<file path="src/design/exe_pkg.sv">
package exe_pkg;

    localparam int xlen        = 32;
    localparam int mul_width   = xlen + 1;   // one extra bit for sign extension
    localparam int iid_width   = 8;
    localparam int shamt_width = $clog2(xlen);

    localparam int mdu_cnt_width = $clog2(mul_width);
    localparam logic [mdu_cnt_width-1:0] mdu_last_step = mdu_cnt_width'(mul_width - 1);

    typedef enum logic [4:0] {
        alu_add,
        alu_sub,
        alu_sll,
        alu_slt,
        alu_sltu,
        alu_xor,
        alu_srl,
        alu_sra,
        alu_or,
        alu_and,
        alu_copy2,   // lui
        alu_mul,
        alu_mulh,
        alu_mulhsu,
        alu_mulhu,
        alu_div,
        alu_divu,
        alu_rem,
        alu_remu
    } alu_op_e;

    typedef enum logic [2:0] {
        br_none,
        br_beq,
        br_bne,
        br_blt,
        br_bge,
        br_bltu,
        br_bgeu
    } br_op_e;

    typedef enum logic [1:0] {
        mdu_idle,
        mdu_busy,
        mdu_done    // result held for saved id
    } mdu_state_e;

endpackage

</file>
<file path="src/design/exe_alu.sv">
`timescale 1ns/1ps

module exe_alu (
    input  exe_pkg::alu_op_e            i_op,
    input  exe_pkg::br_op_e             i_br,
    input  logic [exe_pkg::xlen-1:0]    i_op1,
    input  logic [exe_pkg::xlen-1:0]    i_op2,
    output logic [exe_pkg::xlen-1:0]    o_result,
    output logic                        o_branch_take
);

    logic [exe_pkg::shamt_width-1:0] shamt;
    logic                            op_eq;
    logic                            op_lt;
    logic                            op_ltu;

    assign shamt  = i_op2[exe_pkg::shamt_width-1:0];
    assign op_eq  = (i_op1 == i_op2);
    assign op_lt  = ($signed(i_op1) < $signed(i_op2));
    assign op_ltu = (i_op1 < i_op2);

    always_comb begin
        case (i_op)
            exe_pkg::alu_add:   o_result = i_op1 + i_op2;
            exe_pkg::alu_sub:   o_result = i_op1 - i_op2;
            exe_pkg::alu_sll:   o_result = i_op1 << shamt;
            exe_pkg::alu_slt:   o_result = {{(exe_pkg::xlen-1){1'b0}}, op_lt};
            exe_pkg::alu_sltu:  o_result = {{(exe_pkg::xlen-1){1'b0}}, op_ltu};
            exe_pkg::alu_xor:   o_result = i_op1 ^ i_op2;
            exe_pkg::alu_srl:   o_result = i_op1 >> shamt;
            exe_pkg::alu_sra:   o_result = $unsigned($signed(i_op1) >>> shamt);
            exe_pkg::alu_or:    o_result = i_op1 | i_op2;
            exe_pkg::alu_and:   o_result = i_op1 & i_op2;
            exe_pkg::alu_copy2: o_result = i_op2;
            default:            o_result = '0;   // mul/div handled by the stage
        endcase
    end

    always_comb begin
        case (i_br)
            exe_pkg::br_beq:  o_branch_take = op_eq;
            exe_pkg::br_bne:  o_branch_take = !op_eq;
            exe_pkg::br_blt:  o_branch_take = op_lt;
            exe_pkg::br_bge:  o_branch_take = !op_lt;
            exe_pkg::br_bltu: o_branch_take = op_ltu;
            exe_pkg::br_bgeu: o_branch_take = !op_ltu;
            default:          o_branch_take = 1'b0;
        endcase
    end

endmodule

</file>
<file path="src/design/exe_mult.sv">
`timescale 1ns/1ps

module exe_mult (
    input  logic                                clk,
    input  logic                                i_arst_n,
    input  logic                                i_start,
    input  logic [exe_pkg::mul_width-1:0]       i_op_a,
    input  logic [exe_pkg::mul_width-1:0]       i_op_b,
    output logic                                o_ready,
    output logic                                o_done,
    output logic [2*exe_pkg::mul_width-1:0]     o_product
);

    logic                                busy;
    logic                                load;
    logic                                last_step;
    logic [exe_pkg::mdu_cnt_width-1:0]   step_cnt;
    logic [exe_pkg::mul_width-1:0]       mcand;
    logic [exe_pkg::mul_width:0]         acc;      // upper half, one guard bit
    logic [exe_pkg::mul_width-1:0]       mplier;   // lower half, shifts out multiplier
    logic [exe_pkg::mul_width-1:0]       cur_a;
    logic [exe_pkg::mul_width:0]         cur_acc;
    logic [exe_pkg::mul_width-1:0]       cur_mq;
    logic [exe_pkg::mul_width:0]         addend;
    logic [exe_pkg::mul_width:0]         sum;

    assign load      = i_start && !busy;
    assign last_step = busy && (step_cnt == exe_pkg::mdu_last_step);

    // first step runs on the start edge
    assign cur_a   = load ? i_op_a : mcand;
    assign cur_acc = load ? '0 : acc;
    assign cur_mq  = load ? i_op_b : mplier;

    assign addend = cur_mq[0] ? {cur_a[exe_pkg::mul_width-1], cur_a} : '0;
    assign sum    = last_step ? cur_acc - addend : cur_acc + addend;   // sign bit has weight -2^32

    always_ff @(posedge clk or negedge i_arst_n) begin
        if (!i_arst_n) begin
            busy     <= 1'b0;
            step_cnt <= '0;
            o_done   <= 1'b0;
        end else begin
            o_done <= last_step;
            if (load) begin
                busy     <= 1'b1;
                step_cnt <= exe_pkg::mdu_cnt_width'(1);
            end else if (busy) begin
                step_cnt <= step_cnt + 1'b1;
                if (last_step)
                    busy <= 1'b0;
            end
        end
    end

    always_ff @(posedge clk) begin
        if (load)
            mcand <= i_op_a;
        if (load || busy) begin
            acc    <= {sum[exe_pkg::mul_width], sum[exe_pkg::mul_width:1]};
            mplier <= {sum[0], cur_mq[exe_pkg::mul_width-1:1]};
        end
    end

    assign o_ready   = !busy;
    assign o_product = {acc[exe_pkg::mul_width-1:0], mplier};

endmodule

</file>
<file path="src/design/exe_div.sv">
`timescale 1ns/1ps

module exe_div (
    input  logic                            clk,
    input  logic                            i_arst_n,
    input  logic                            i_start,
    input  logic [exe_pkg::mul_width-1:0]   i_dividend,
    input  logic [exe_pkg::mul_width-1:0]   i_divisor,
    output logic                            o_ready,
    output logic                            o_done,
    output logic [exe_pkg::mul_width-1:0]   o_quotient,
    output logic [exe_pkg::mul_width-1:0]   o_remainder
);

    logic                                busy;
    logic                                load;
    logic                                last_step;
    logic [exe_pkg::mdu_cnt_width-1:0]   step_cnt;
    logic                                div_zero;
    logic                                q_neg;
    logic                                r_neg;
    logic [exe_pkg::mul_width-1:0]       a_mag;
    logic [exe_pkg::mul_width-1:0]       b_mag;
    logic [exe_pkg::mul_width-1:0]       dmag;
    logic [exe_pkg::mul_width-1:0]       rem;
    logic [exe_pkg::mul_width-1:0]       quo;
    logic [exe_pkg::mul_width-1:0]       cur_dmag;
    logic [exe_pkg::mul_width-1:0]       cur_rem;
    logic [exe_pkg::mul_width-1:0]       cur_quo;
    logic [exe_pkg::mul_width:0]         shifted;
    logic [exe_pkg::mul_width+1:0]       diff;
    logic                                fits;

    assign load      = i_start && !busy;
    assign last_step = busy && (step_cnt == exe_pkg::mdu_last_step);

    assign a_mag = i_dividend[exe_pkg::mul_width-1] ? -i_dividend : i_dividend;
    assign b_mag = i_divisor[exe_pkg::mul_width-1] ? -i_divisor : i_divisor;

    assign cur_dmag = load ? b_mag : dmag;
    assign cur_rem  = load ? '0 : rem;
    assign cur_quo  = load ? a_mag : quo;   // dividend bits shift out the top

    assign shifted = {cur_rem, cur_quo[exe_pkg::mul_width-1]};
    assign diff    = {1'b0, shifted} - {2'b00, cur_dmag};
    assign fits    = !diff[exe_pkg::mul_width+1];   // no borrow

    always_ff @(posedge clk or negedge i_arst_n) begin
        if (!i_arst_n) begin
            busy     <= 1'b0;
            step_cnt <= '0;
            o_done   <= 1'b0;
        end else begin
            o_done <= last_step;
            if (load) begin
                busy     <= 1'b1;
                step_cnt <= exe_pkg::mdu_cnt_width'(1);
            end else if (busy) begin
                step_cnt <= step_cnt + 1'b1;
                if (last_step)
                    busy <= 1'b0;
            end
        end
    end

    always_ff @(posedge clk) begin
        if (load) begin
            dmag     <= b_mag;
            div_zero <= (i_divisor == '0);
            q_neg    <= i_dividend[exe_pkg::mul_width-1] ^ i_divisor[exe_pkg::mul_width-1];
            r_neg    <= i_dividend[exe_pkg::mul_width-1];
        end
        if (load || busy) begin
            rem <= fits ? diff[exe_pkg::mul_width-1:0] : shifted[exe_pkg::mul_width-1:0];
            quo <= {cur_quo[exe_pkg::mul_width-2:0], fits};
        end
    end

    // zero divisor leaves the dividend magnitude in rem
    assign o_ready     = !busy;
    assign o_quotient  = div_zero ? '1 : (q_neg ? -quo : quo);
    assign o_remainder = r_neg ? -rem : rem;

endmodule

</file>
<file path="src/design/exe_stage.sv">
`timescale 1ns/1ps

module exe_stage (
    input  logic                            clk,
    input  logic                            i_arst_n,
    input  logic                            i_valid,
    input  logic [exe_pkg::xlen-1:0]        i_pc,
    input  logic [exe_pkg::iid_width-1:0]   i_inst_id,
    input  exe_pkg::alu_op_e                i_alu_op,
    input  exe_pkg::br_op_e                 i_br_op,
    input  logic                            i_jmp_pc,
    input  logic                            i_jmp_reg,
    input  logic [exe_pkg::xlen-1:0]        i_imm_b,
    input  logic [exe_pkg::xlen-1:0]        i_imm_j,
    input  logic [exe_pkg::xlen-1:0]        i_op1,
    input  logic [exe_pkg::xlen-1:0]        i_op2,
    output logic                            o_valid,
    output logic [exe_pkg::iid_width-1:0]   o_inst_id,
    output logic [exe_pkg::xlen-1:0]        o_result,
    output logic                            o_stall,
    output logic                            o_branch_taken,
    output logic [exe_pkg::xlen-1:0]        o_branch_target
);

    exe_pkg::mdu_state_e                    state;
    logic [exe_pkg::iid_width-1:0]          saved_id;
    logic [exe_pkg::xlen-1:0]               saved_result;
    logic [exe_pkg::xlen-1:0]               mdu_slice;
    logic [exe_pkg::xlen-1:0]               alu_result;
    logic                                   alu_branch_take;
    logic                                   is_mul;
    logic                                   is_div;
    logic                                   is_mdu;
    logic                                   held;
    logic                                   may_start;
    logic                                   unit_done;
    logic                                   mul_a_signed;
    logic                                   mul_b_signed;
    logic                                   div_signed;
    logic                                   mul_start;
    logic                                   mul_ready;
    logic                                   mul_done;
    logic [exe_pkg::mul_width-1:0]          mul_a;
    logic [exe_pkg::mul_width-1:0]          mul_b;
    logic [2*exe_pkg::mul_width-1:0]        product;
    logic                                   div_start;
    logic                                   div_ready;
    logic                                   div_done;
    logic [exe_pkg::mul_width-1:0]          div_a;
    logic [exe_pkg::mul_width-1:0]          div_b;
    logic [exe_pkg::mul_width-1:0]          quotient;
    logic [exe_pkg::mul_width-1:0]          remainder;

    exe_alu u_alu (
        .i_op          (i_alu_op),
        .i_br          (i_br_op),
        .i_op1         (i_op1),
        .i_op2         (i_op2),
        .o_result      (alu_result),
        .o_branch_take (alu_branch_take)
    );

    assign is_mul = i_alu_op inside {exe_pkg::alu_mul, exe_pkg::alu_mulh,
                                     exe_pkg::alu_mulhsu, exe_pkg::alu_mulhu};
    assign is_div = i_alu_op inside {exe_pkg::alu_div, exe_pkg::alu_divu,
                                     exe_pkg::alu_rem, exe_pkg::alu_remu};
    assign is_mdu = is_mul || is_div;

    // same instruction re-presented after its result was saved
    assign held      = (state == exe_pkg::mdu_done) && (saved_id == i_inst_id);
    assign may_start = i_valid && is_mdu && (state != exe_pkg::mdu_busy) && !held;

    assign mul_a_signed = (i_alu_op != exe_pkg::alu_mulhu);
    assign mul_b_signed = (i_alu_op == exe_pkg::alu_mul) || (i_alu_op == exe_pkg::alu_mulh);
    assign div_signed   = (i_alu_op == exe_pkg::alu_div) || (i_alu_op == exe_pkg::alu_rem);

    assign mul_a = {mul_a_signed && i_op1[exe_pkg::xlen-1], i_op1};
    assign mul_b = {mul_b_signed && i_op2[exe_pkg::xlen-1], i_op2};
    assign div_a = {div_signed && i_op1[exe_pkg::xlen-1], i_op1};
    assign div_b = {div_signed && i_op2[exe_pkg::xlen-1], i_op2};

    assign mul_start = may_start && is_mul && mul_ready;
    assign div_start = may_start && is_div && div_ready;
    assign unit_done = is_mul ? mul_done : div_done;

    exe_mult u_mult (
        .clk       (clk),
        .i_arst_n  (i_arst_n),
        .i_start   (mul_start),
        .i_op_a    (mul_a),
        .i_op_b    (mul_b),
        .o_ready   (mul_ready),
        .o_done    (mul_done),
        .o_product (product)
    );

    exe_div u_div (
        .clk         (clk),
        .i_arst_n    (i_arst_n),
        .i_start     (div_start),
        .i_dividend  (div_a),
        .i_divisor   (div_b),
        .o_ready     (div_ready),
        .o_done      (div_done),
        .o_quotient  (quotient),
        .o_remainder (remainder)
    );

    always_comb begin
        case (i_alu_op)
            exe_pkg::alu_mul:  mdu_slice = product[exe_pkg::xlen-1:0];
            exe_pkg::alu_mulh,
            exe_pkg::alu_mulhsu,
            exe_pkg::alu_mulhu: mdu_slice = product[2*exe_pkg::xlen-1:exe_pkg::xlen];
            exe_pkg::alu_div,
            exe_pkg::alu_divu: mdu_slice = quotient[exe_pkg::xlen-1:0];
            default:           mdu_slice = remainder[exe_pkg::xlen-1:0];
        endcase
    end

    always_ff @(posedge clk or negedge i_arst_n) begin
        if (!i_arst_n) begin
            state    <= exe_pkg::mdu_idle;
            saved_id <= '0;
        end else if (!i_valid || !is_mdu) begin
            state <= exe_pkg::mdu_idle;   // bubble or single-cycle op
        end else begin
            case (state)
                exe_pkg::mdu_idle,
                exe_pkg::mdu_done: begin
                    if (mul_start || div_start)
                        state <= exe_pkg::mdu_busy;
                end
                exe_pkg::mdu_busy: begin
                    if (unit_done) begin
                        state    <= exe_pkg::mdu_done;
                        saved_id <= i_inst_id;
                    end
                end
                default: state <= exe_pkg::mdu_idle;
            endcase
        end
    end

    always_ff @(posedge clk) begin
        if (state == exe_pkg::mdu_busy && unit_done)
            saved_result <= mdu_slice;
    end

    assign o_stall   = i_valid && is_mdu && !held;
    assign o_valid   = i_valid && !o_stall;
    assign o_inst_id = i_inst_id;
    assign o_result  = is_mdu ? saved_result : alu_result;

    assign o_branch_taken  = i_valid && (i_jmp_pc || i_jmp_reg || alu_branch_take);
    assign o_branch_target = i_jmp_pc  ? i_pc + i_imm_j :
                             i_jmp_reg ? i_op1 + i_op2 :
                                         i_pc + i_imm_b;

endmodule

</file>
<file path="config.mk">
export PLATFORM = sky130hd
export DESIGN_NAME = exe_stage
export DESIGN_NICKNAME = d
export VERILOG_FILES = /design/src/design/exe_pkg.sv /design/src/design/exe_alu.sv /design/src/design/exe_mult.sv /design/src/design/exe_div.sv /design/src/design/exe_stage.sv
export SDC_FILE = /design/constraint.sdc
export NUM_CORES = 2
export LEC_CHECK = 0
export ABC_AREA = 1
export BUFFER_PORTS_ARGS = -buffer_cell sky130_fd_sc_hd__buf_2
export CAP_MARGIN = 5
export CORE_MARGIN = 5
export CORE_UTILIZATION = 35
export CTS_CLUSTER_SIZE = 20
export DETAILED_ROUTE_END_ITERATION = 6
export PLACE_DENSITY_LB_ADDON = 0.25
export SETUP_SLACK_MARGIN = 0.15
export SYNTH_ARGS = -nofsm -noshare
export SYNTH_HDL_FRONTEND = slang
export SYNTH_SLANG_ARGS = --single-unit
</file>
<file path="constraint.sdc">
create_clock -name clk -period 6.1 [get_ports clk]
set_input_delay 1.22 -clock clk [delete_from_list [all_inputs] [get_ports clk]]
set_output_delay 1.22 -clock clk [all_outputs]
set_load 0.1 [all_outputs]
</file>
**Yosys cells after proc, flatten, opt, wreduce, memory -nomap -nowiden**

Index checks and enable logic that the tools add are counted.

- Reduce and logical (&&, ||, !) cells: 51
- Shift-type cells: 3
- Eq/ne operators: 34
- Order comparisons: 2
- Mux-type cells: 35
- Bitwise operators: 5
- Add/sub/neg operators: 13

Operators by type and width:

| kind | count |
|---|---|
| 32-bit one-hot mux with 11 select lines | 1 |
| 33-bit two-way mux | 8 |
| 32-bit two-way mux | 6 |
| 34-bit two-way mux | 3 |
| 32-bit adder | 3 |
| 32-bit one-hot mux with 3 select lines | 1 |
| 33-bit negation | 2 |
| 32-bit less-than comparator | 2 |
| 32-bit negation | 2 |
| 5-bit by 4-bit equality test with 1-bit output (second input constant) | 8 |
| 34-bit by 33-bit subtractor with 35-bit output | 1 |
| 34-bit adder | 1 |
| 34-bit subtractor | 1 |
| 33-bit logical NOT | 1 |
| 32-bit bitwise AND | 1 |
| 32-bit equality test | 1 |
| 32-bit bitwise OR | 1 |
| 32-bit by 5-bit left shift with 32-bit output | 1 |
| 32-bit by 5-bit >> shifter with 32-bit output | 1 |
| 32-bit by 5-bit >>> shifter with 32-bit output | 1 |
| 32-bit subtractor | 1 |
| 32-bit XOR | 1 |
| 6-bit two-way mux | 4 |
| 5-bit by 3-bit equality test with 1-bit output (second input constant) | 4 |
| 31 further kinds | 87 |

- Bits in registers: 259
- Input bits: 181

**Longest topological paths before layout**

- Depth after elaboration: 13
- Depth in mapped cells: 34

**Hierarchy**

Synthesis repeated with hierarchy kept, for this count alone.

- Cell total of the unflattened synthesis: 6,443
- Area total of the unflattened synthesis: 37,374.6 um2

By module, submodules not included:

| module | times used | cells an instance | area each (um2) | seq. area each (um2) |
|---|---|---|---|---|
| exe_stage | 1 | 1,973 | 10,182.3 | 1,211.2 |
| exe_div | 1 | 1,485 | 9,863.2 | 2,932.8 |
| exe_alu | 1 | 1,940 | 9,746.8 | 0.0 |
| exe_mult | 1 | 1,045 | 7,582.3 | 2,842.7 |

**Worst setup path after synthesis**

OpenSTA, ideal clock, no wires.

- Path type: input to output
- From: input port i_op2[0] in the netlist's numbering
- To: output port o_result[4] in the netlist's numbering
- Data arrival time: 6.009 ns
- Slack: -1.129 ns
- Stages: 12
- Buffers on the path: 2
- Required time: 4.880 ns
- Cells stage by stage: clkbuf_1 > clkbuf_1 > nand2_1 > o21ai_0 > nand2_1 > o21ai_0 > nand2_1 > nand3_1 > o21ai_0 > o21ai_0 > a21oi_1 > o311ai_0

- Cells in the longest elaborated chain, start to end: 3
- Elaborated cells between the ends (all ways): 7
- Classes of those cells: 2 x add/sub; 3 x shift; 2 x mux

RTL lines:

| element | line | RTL |
|---|---|---|
| start: declaration | exe_stage.sv:16 | `input logic [exe_pkg::xlen-1:0] i_op2,` |
| 32-bit subtractor (tied with other cells) | exe_alu.sv:25 | `exe_pkg::alu_sub: o_result = i_op1 - i_op2;` |
| 32-bit one-hot mux with 11 select lines * | exe_alu.sv:23 | `case (i_op)` |
| 32-bit two-way mux * | exe_stage.sv:153 | `assign o_result = is_mdu ? saved_result : alu_result;` |
| end: declaration | exe_stage.sv:19 | `output logic [exe_pkg::xlen-1:0] o_result,` |

Every way passes the cells marked *; elsewhere a longest branch is shown, timed or not.

**Worst setup path after layout**

- From: input port i_op1[0] in the netlist's numbering
- To: output port o_result[18] in the netlist's numbering

- Cells in the longest elaborated chain, start to end: 3
- Elaborated cells between the ends (all ways): 7
- Classes of those cells: 2 x add/sub; 3 x shift; 2 x mux

RTL lines:

| element | line | RTL |
|---|---|---|
| start: declaration | exe_stage.sv:15 | `input logic [exe_pkg::xlen-1:0] i_op1,` |
| 32-bit subtractor (tied with other cells) | exe_alu.sv:25 |  |
| 32-bit one-hot mux with 11 select lines * | exe_alu.sv:23 |  |
| 32-bit two-way mux * | exe_stage.sv:153 |  |

Marked as above.

==> out/qor.yml <==
cts_hold_buffers: 0
p_int_mw: 4.66
cts_buffer_depth: 3
final-hold-violation-count: 0
arrival_ns: 4.72
syn_inst: 4865
detail_route.vias_per_cell: 5.62
seqCellArea_um2: 6990
total_power_mw: 8.51
grt_antenna_before_repair: 11
drt_wl_total_mm: 155
synth-edff-count: 167
cts_root_buf: "clkbuf_16"
multi_input_area_um2: 21000
final_net_count: 5654
yosysSeqAreaShare: 0.226
p_seq_frac: 0.254
cpPeakStageDelay_ns: 0.40
syn_to_final_growth_pct: 19.7
busiest_layer: "met2"
placement_rows: 109
status: "finished, violations left"
finalCriticalPeriod_ns: 5.94
clock_latency_ns: 0.59
combPwrFrac: 0.526
powerDensity_nw_per_um2: 230
gr-usage-met3: 0.0497
h-tree-depth: 1
sw_frac_of_total: 0.453
gp_congestion: 1.06
start_util: 0.351
cts_tree: "done"
cp.required_ns: 4.88
syn_area_um2: 30900
drc_errors: 11
first_iter_violations: 3963
synth_fp_nets: 5286
dr_total_vias: 36140
grt_max_degree: 89
grt_pass1_wl_mm: 225
min_path_type: "reg -> reg"
use_met2: 0.521
die_w_um: 307
post-route-period-util: 0.973
overflow: 0
dp_hpwl_mm: 128
fill_cells: 9475
yosysWarningCount: 0
drive_gt1_frac: 0.134
post_drt_wl_per_cell_um: 24.2
start_kind: "input port"
use_met1: 0.394
power_switching_mw: 3.85
synth.distinct_cells: 63
cts_buffers: 28
max_slew_margin: 0.175
rsz0062_at_grt: "true"
cp_common_cell: "buf_4"
finalSetupViolations: 0
die-height_um: 307
cts_num_sinks: 259
track_usage: 0.313
critPathBufInv: 6
fmax_ghz: 0.168
critPathCaptureType: "output pin"
core_um2: 88100
drv_cap: 0
worstSetupPathType: "in -> out"
crit_slowest_cell: "fa_1"
clock-skew-final_ns: 0.0195
worst_pin_slew_ns: 1.22
synthFlopType: "edfxtp_1"
violations: "design-rule violations"
slew_viol_final: 0
syn-mean-instance-area_um2: 6.36
die_area_um2: 94400
crit_chain: "buf_2 > ha_1 > inv_1 > fa_1 > inv_1 > nand3_1 > nand2_1 > a21boi_0 > o21ai_0 > a21oi_1 > o21ai_1 > a21boi_0 > buf_4 > or2_2 > nand3_1 > nand4_1 > buf_4 > buf_4"
cts.reportedPaths.clkPinSlew_ns: 0.06
stdcell_area_um2: 37000
port_buffers: 255
drtPass1Iterations: 7
place_area_um2: 36000
io_pins: 256
synthArstFlopShare: 0.100
ys_ff_latch: 259
leakage_nw: 17.5
grt_pass1_vias: 34143
ant_nets: 0
peakVddDrop_mv: 0.316
cts_setup_buffers: 0
crit_fanout: 5
cp_top_family: "buffers and inverters"
clockPowerShare: 0.220
area by class of cell:
cell class              instances  area share
multi-input cells            3791       0.566
flip-flops and latches        259       0.189
repair buffers                536       0.116
inverters                     617      0.0626
well taps                    1165      0.0394
clock buffers                  44      0.0248
clock inverters                 8     0.00199
diodes                          6    0.000405
cell usage in the layout (no fill, tap or decap), drive strengths merged, types with 15 or more instances in the layout:
cell / n
nand2: 1266
inv: 615
buf: 536
o21ai: 524
nor2: 408
a21oi: 365
ha: 234
nand3: 216
edfxtp: 167
xor2: 163
nand4: 97
nor3: 73
dfxtp: 66
xnor2: 59
clkbuf: 44
or2: 39
o211ai: 36
a31oi: 31
o2111ai: 28
nor4: 26
dfrtp: 26
a221oi: 25
o21a: 24
o221ai: 24
o22ai: 21
a211oi: 15
mux2i: 15
per-layer routing:
metal,part of all wire,vias to the layer above,wire [um]
li1,-,17078,-
met1,0.40,16934,62400
met2,0.45,1761,70400
met3,0.084,357,13000
met4,0.061,10,9470
met5,0.00037,-,57
worst min-delay path: stages (launching register included):
cell and delay, ns:
dfxtp_1 0.31, nand2_1 0.05, nand2_1 0.06
per-stage QoR:
step           utilization  std cells  setup WS (ns)  hold WS, ns  setup TNS (ns)
2_1_floorplan            -       4865         0.0493        0.414               0
5_1_grt              0.420       6421         0.0760        0.465               0
4_1_cts              0.420       6420          0.118        0.446               0
3_5_place_dp         0.408       6368        -0.0718        0.432          -0.127
6_report             0.420       6426          0.162        0.447               0
3_3_place_gp         0.408       6368        -0.0740        0.428         -0.0740
repair_timing:
action	CTS	global route
cloned	0	0
setup endpoints to repair	5	25
pin swaps	0	1
gates resized for setup	3	19
power by group through the flow:
stage	combinational, mW	sequential, mW	clock (mW)
final	4.48	2.16	1.87
after global routing	4.85	2.17	1.95
after CTS	4.42	2.16	1.90
after detailed placement	4.40	2.20	0
after global placement	4.40	2.20	0
after floorplan	2.87	2.17	0
state kept, by name (all words and copies together) (netlist names), 2 cells and up:
register and flops:
saved_id 8, u_mult.acc 33, u_mult.mcand 33, u_div.dmag 33
u_div.rem 33, u_div.step_cnt 6, u_mult.mplier 33, u_mult.step_cnt 6
u_div.quo 33, state 2, saved_result 32
final timing paths:
check | from | endpoint | slack [ns] | cells after the start
min reg2reg | u_mult.mcand[23] | u_mult.mcand[23] | 0.45 | 2
max | i_op1[0] | o_result[18] | 0.16 | 18
max in group asynchronous | i_arst_n | state[1] | 5.03 | 1
min | u_mult.mcand[23] | u_mult.mcand[23] | 0.45 | 2
min in group asynchronous | i_arst_n | u_mult.step_cnt[5] | 0.65 | 1
max reg2reg | saved_id[4] | u_mult.acc[31] | 1.26 | 31
synthesized netlist by cell type, drive strengths merged, types with 12 or more instances:
| cell | n | area share |
|---|---|---|
| o22ai | 21 | 0.0042 |
| mux2i | 15 | 0.0049 |
| ha | 234 | 0.095 |
| dfrtp | 26 | 0.021 |
| nor4 | 26 | 0.0053 |
| o211ai | 36 | 0.0087 |
| inv | 613 | 0.074 |
| xnor2 | 59 | 0.017 |
| edfxtp | 167 | 0.16 |
| a211oi | 15 | 0.0036 |
| nor3 | 73 | 0.012 |
| o221ai | 24 | 0.0068 |
| o2111ai | 28 | 0.0079 |
| a21oi | 365 | 0.059 |
| nor2 | 408 | 0.051 |
| xor2 | 163 | 0.046 |
| a31oi | 31 | 0.0063 |
| o21ai | 524 | 0.085 |
| clkbuf | 155 | 0.019 |
| or2 | 39 | 0.0079 |
| dfxtp | 66 | 0.043 |
| a21boi | 13 | 0.0032 |
| nand2 | 1266 | 0.16 |
| a221oi | 25 | 0.0071 |
| buf | 43 | 0.0073 |
| nand3b | 12 | 0.0029 |
| o21a | 24 | 0.0058 |
| nand4 | 97 | 0.020 |
| nand3 | 216 | 0.036 |
cells by family (layout without fill, tap and decap cells):
| group | Yosys count | in the layout | synth area share |
|---|---|---|---|
| and+or+nand+nor | 2145 | 2145 | 0.292 |
| adders and majority gates | 240 | 240 | 0.0985 |
| DFF | 259 | 259 | 0.226 |
| muxes | 16 | 16 | 0.00522 |
| xor gates and xnor gates | 222 | 222 | 0.0629 |
| other | 0 | 6 | 0 |
| buffers and inverters | 815 | 1205 | 0.101 |
| AOI/OAI and AO/OA | 1168 | 1168 | 0.214 |
Power figures use the tool's default switching activity.
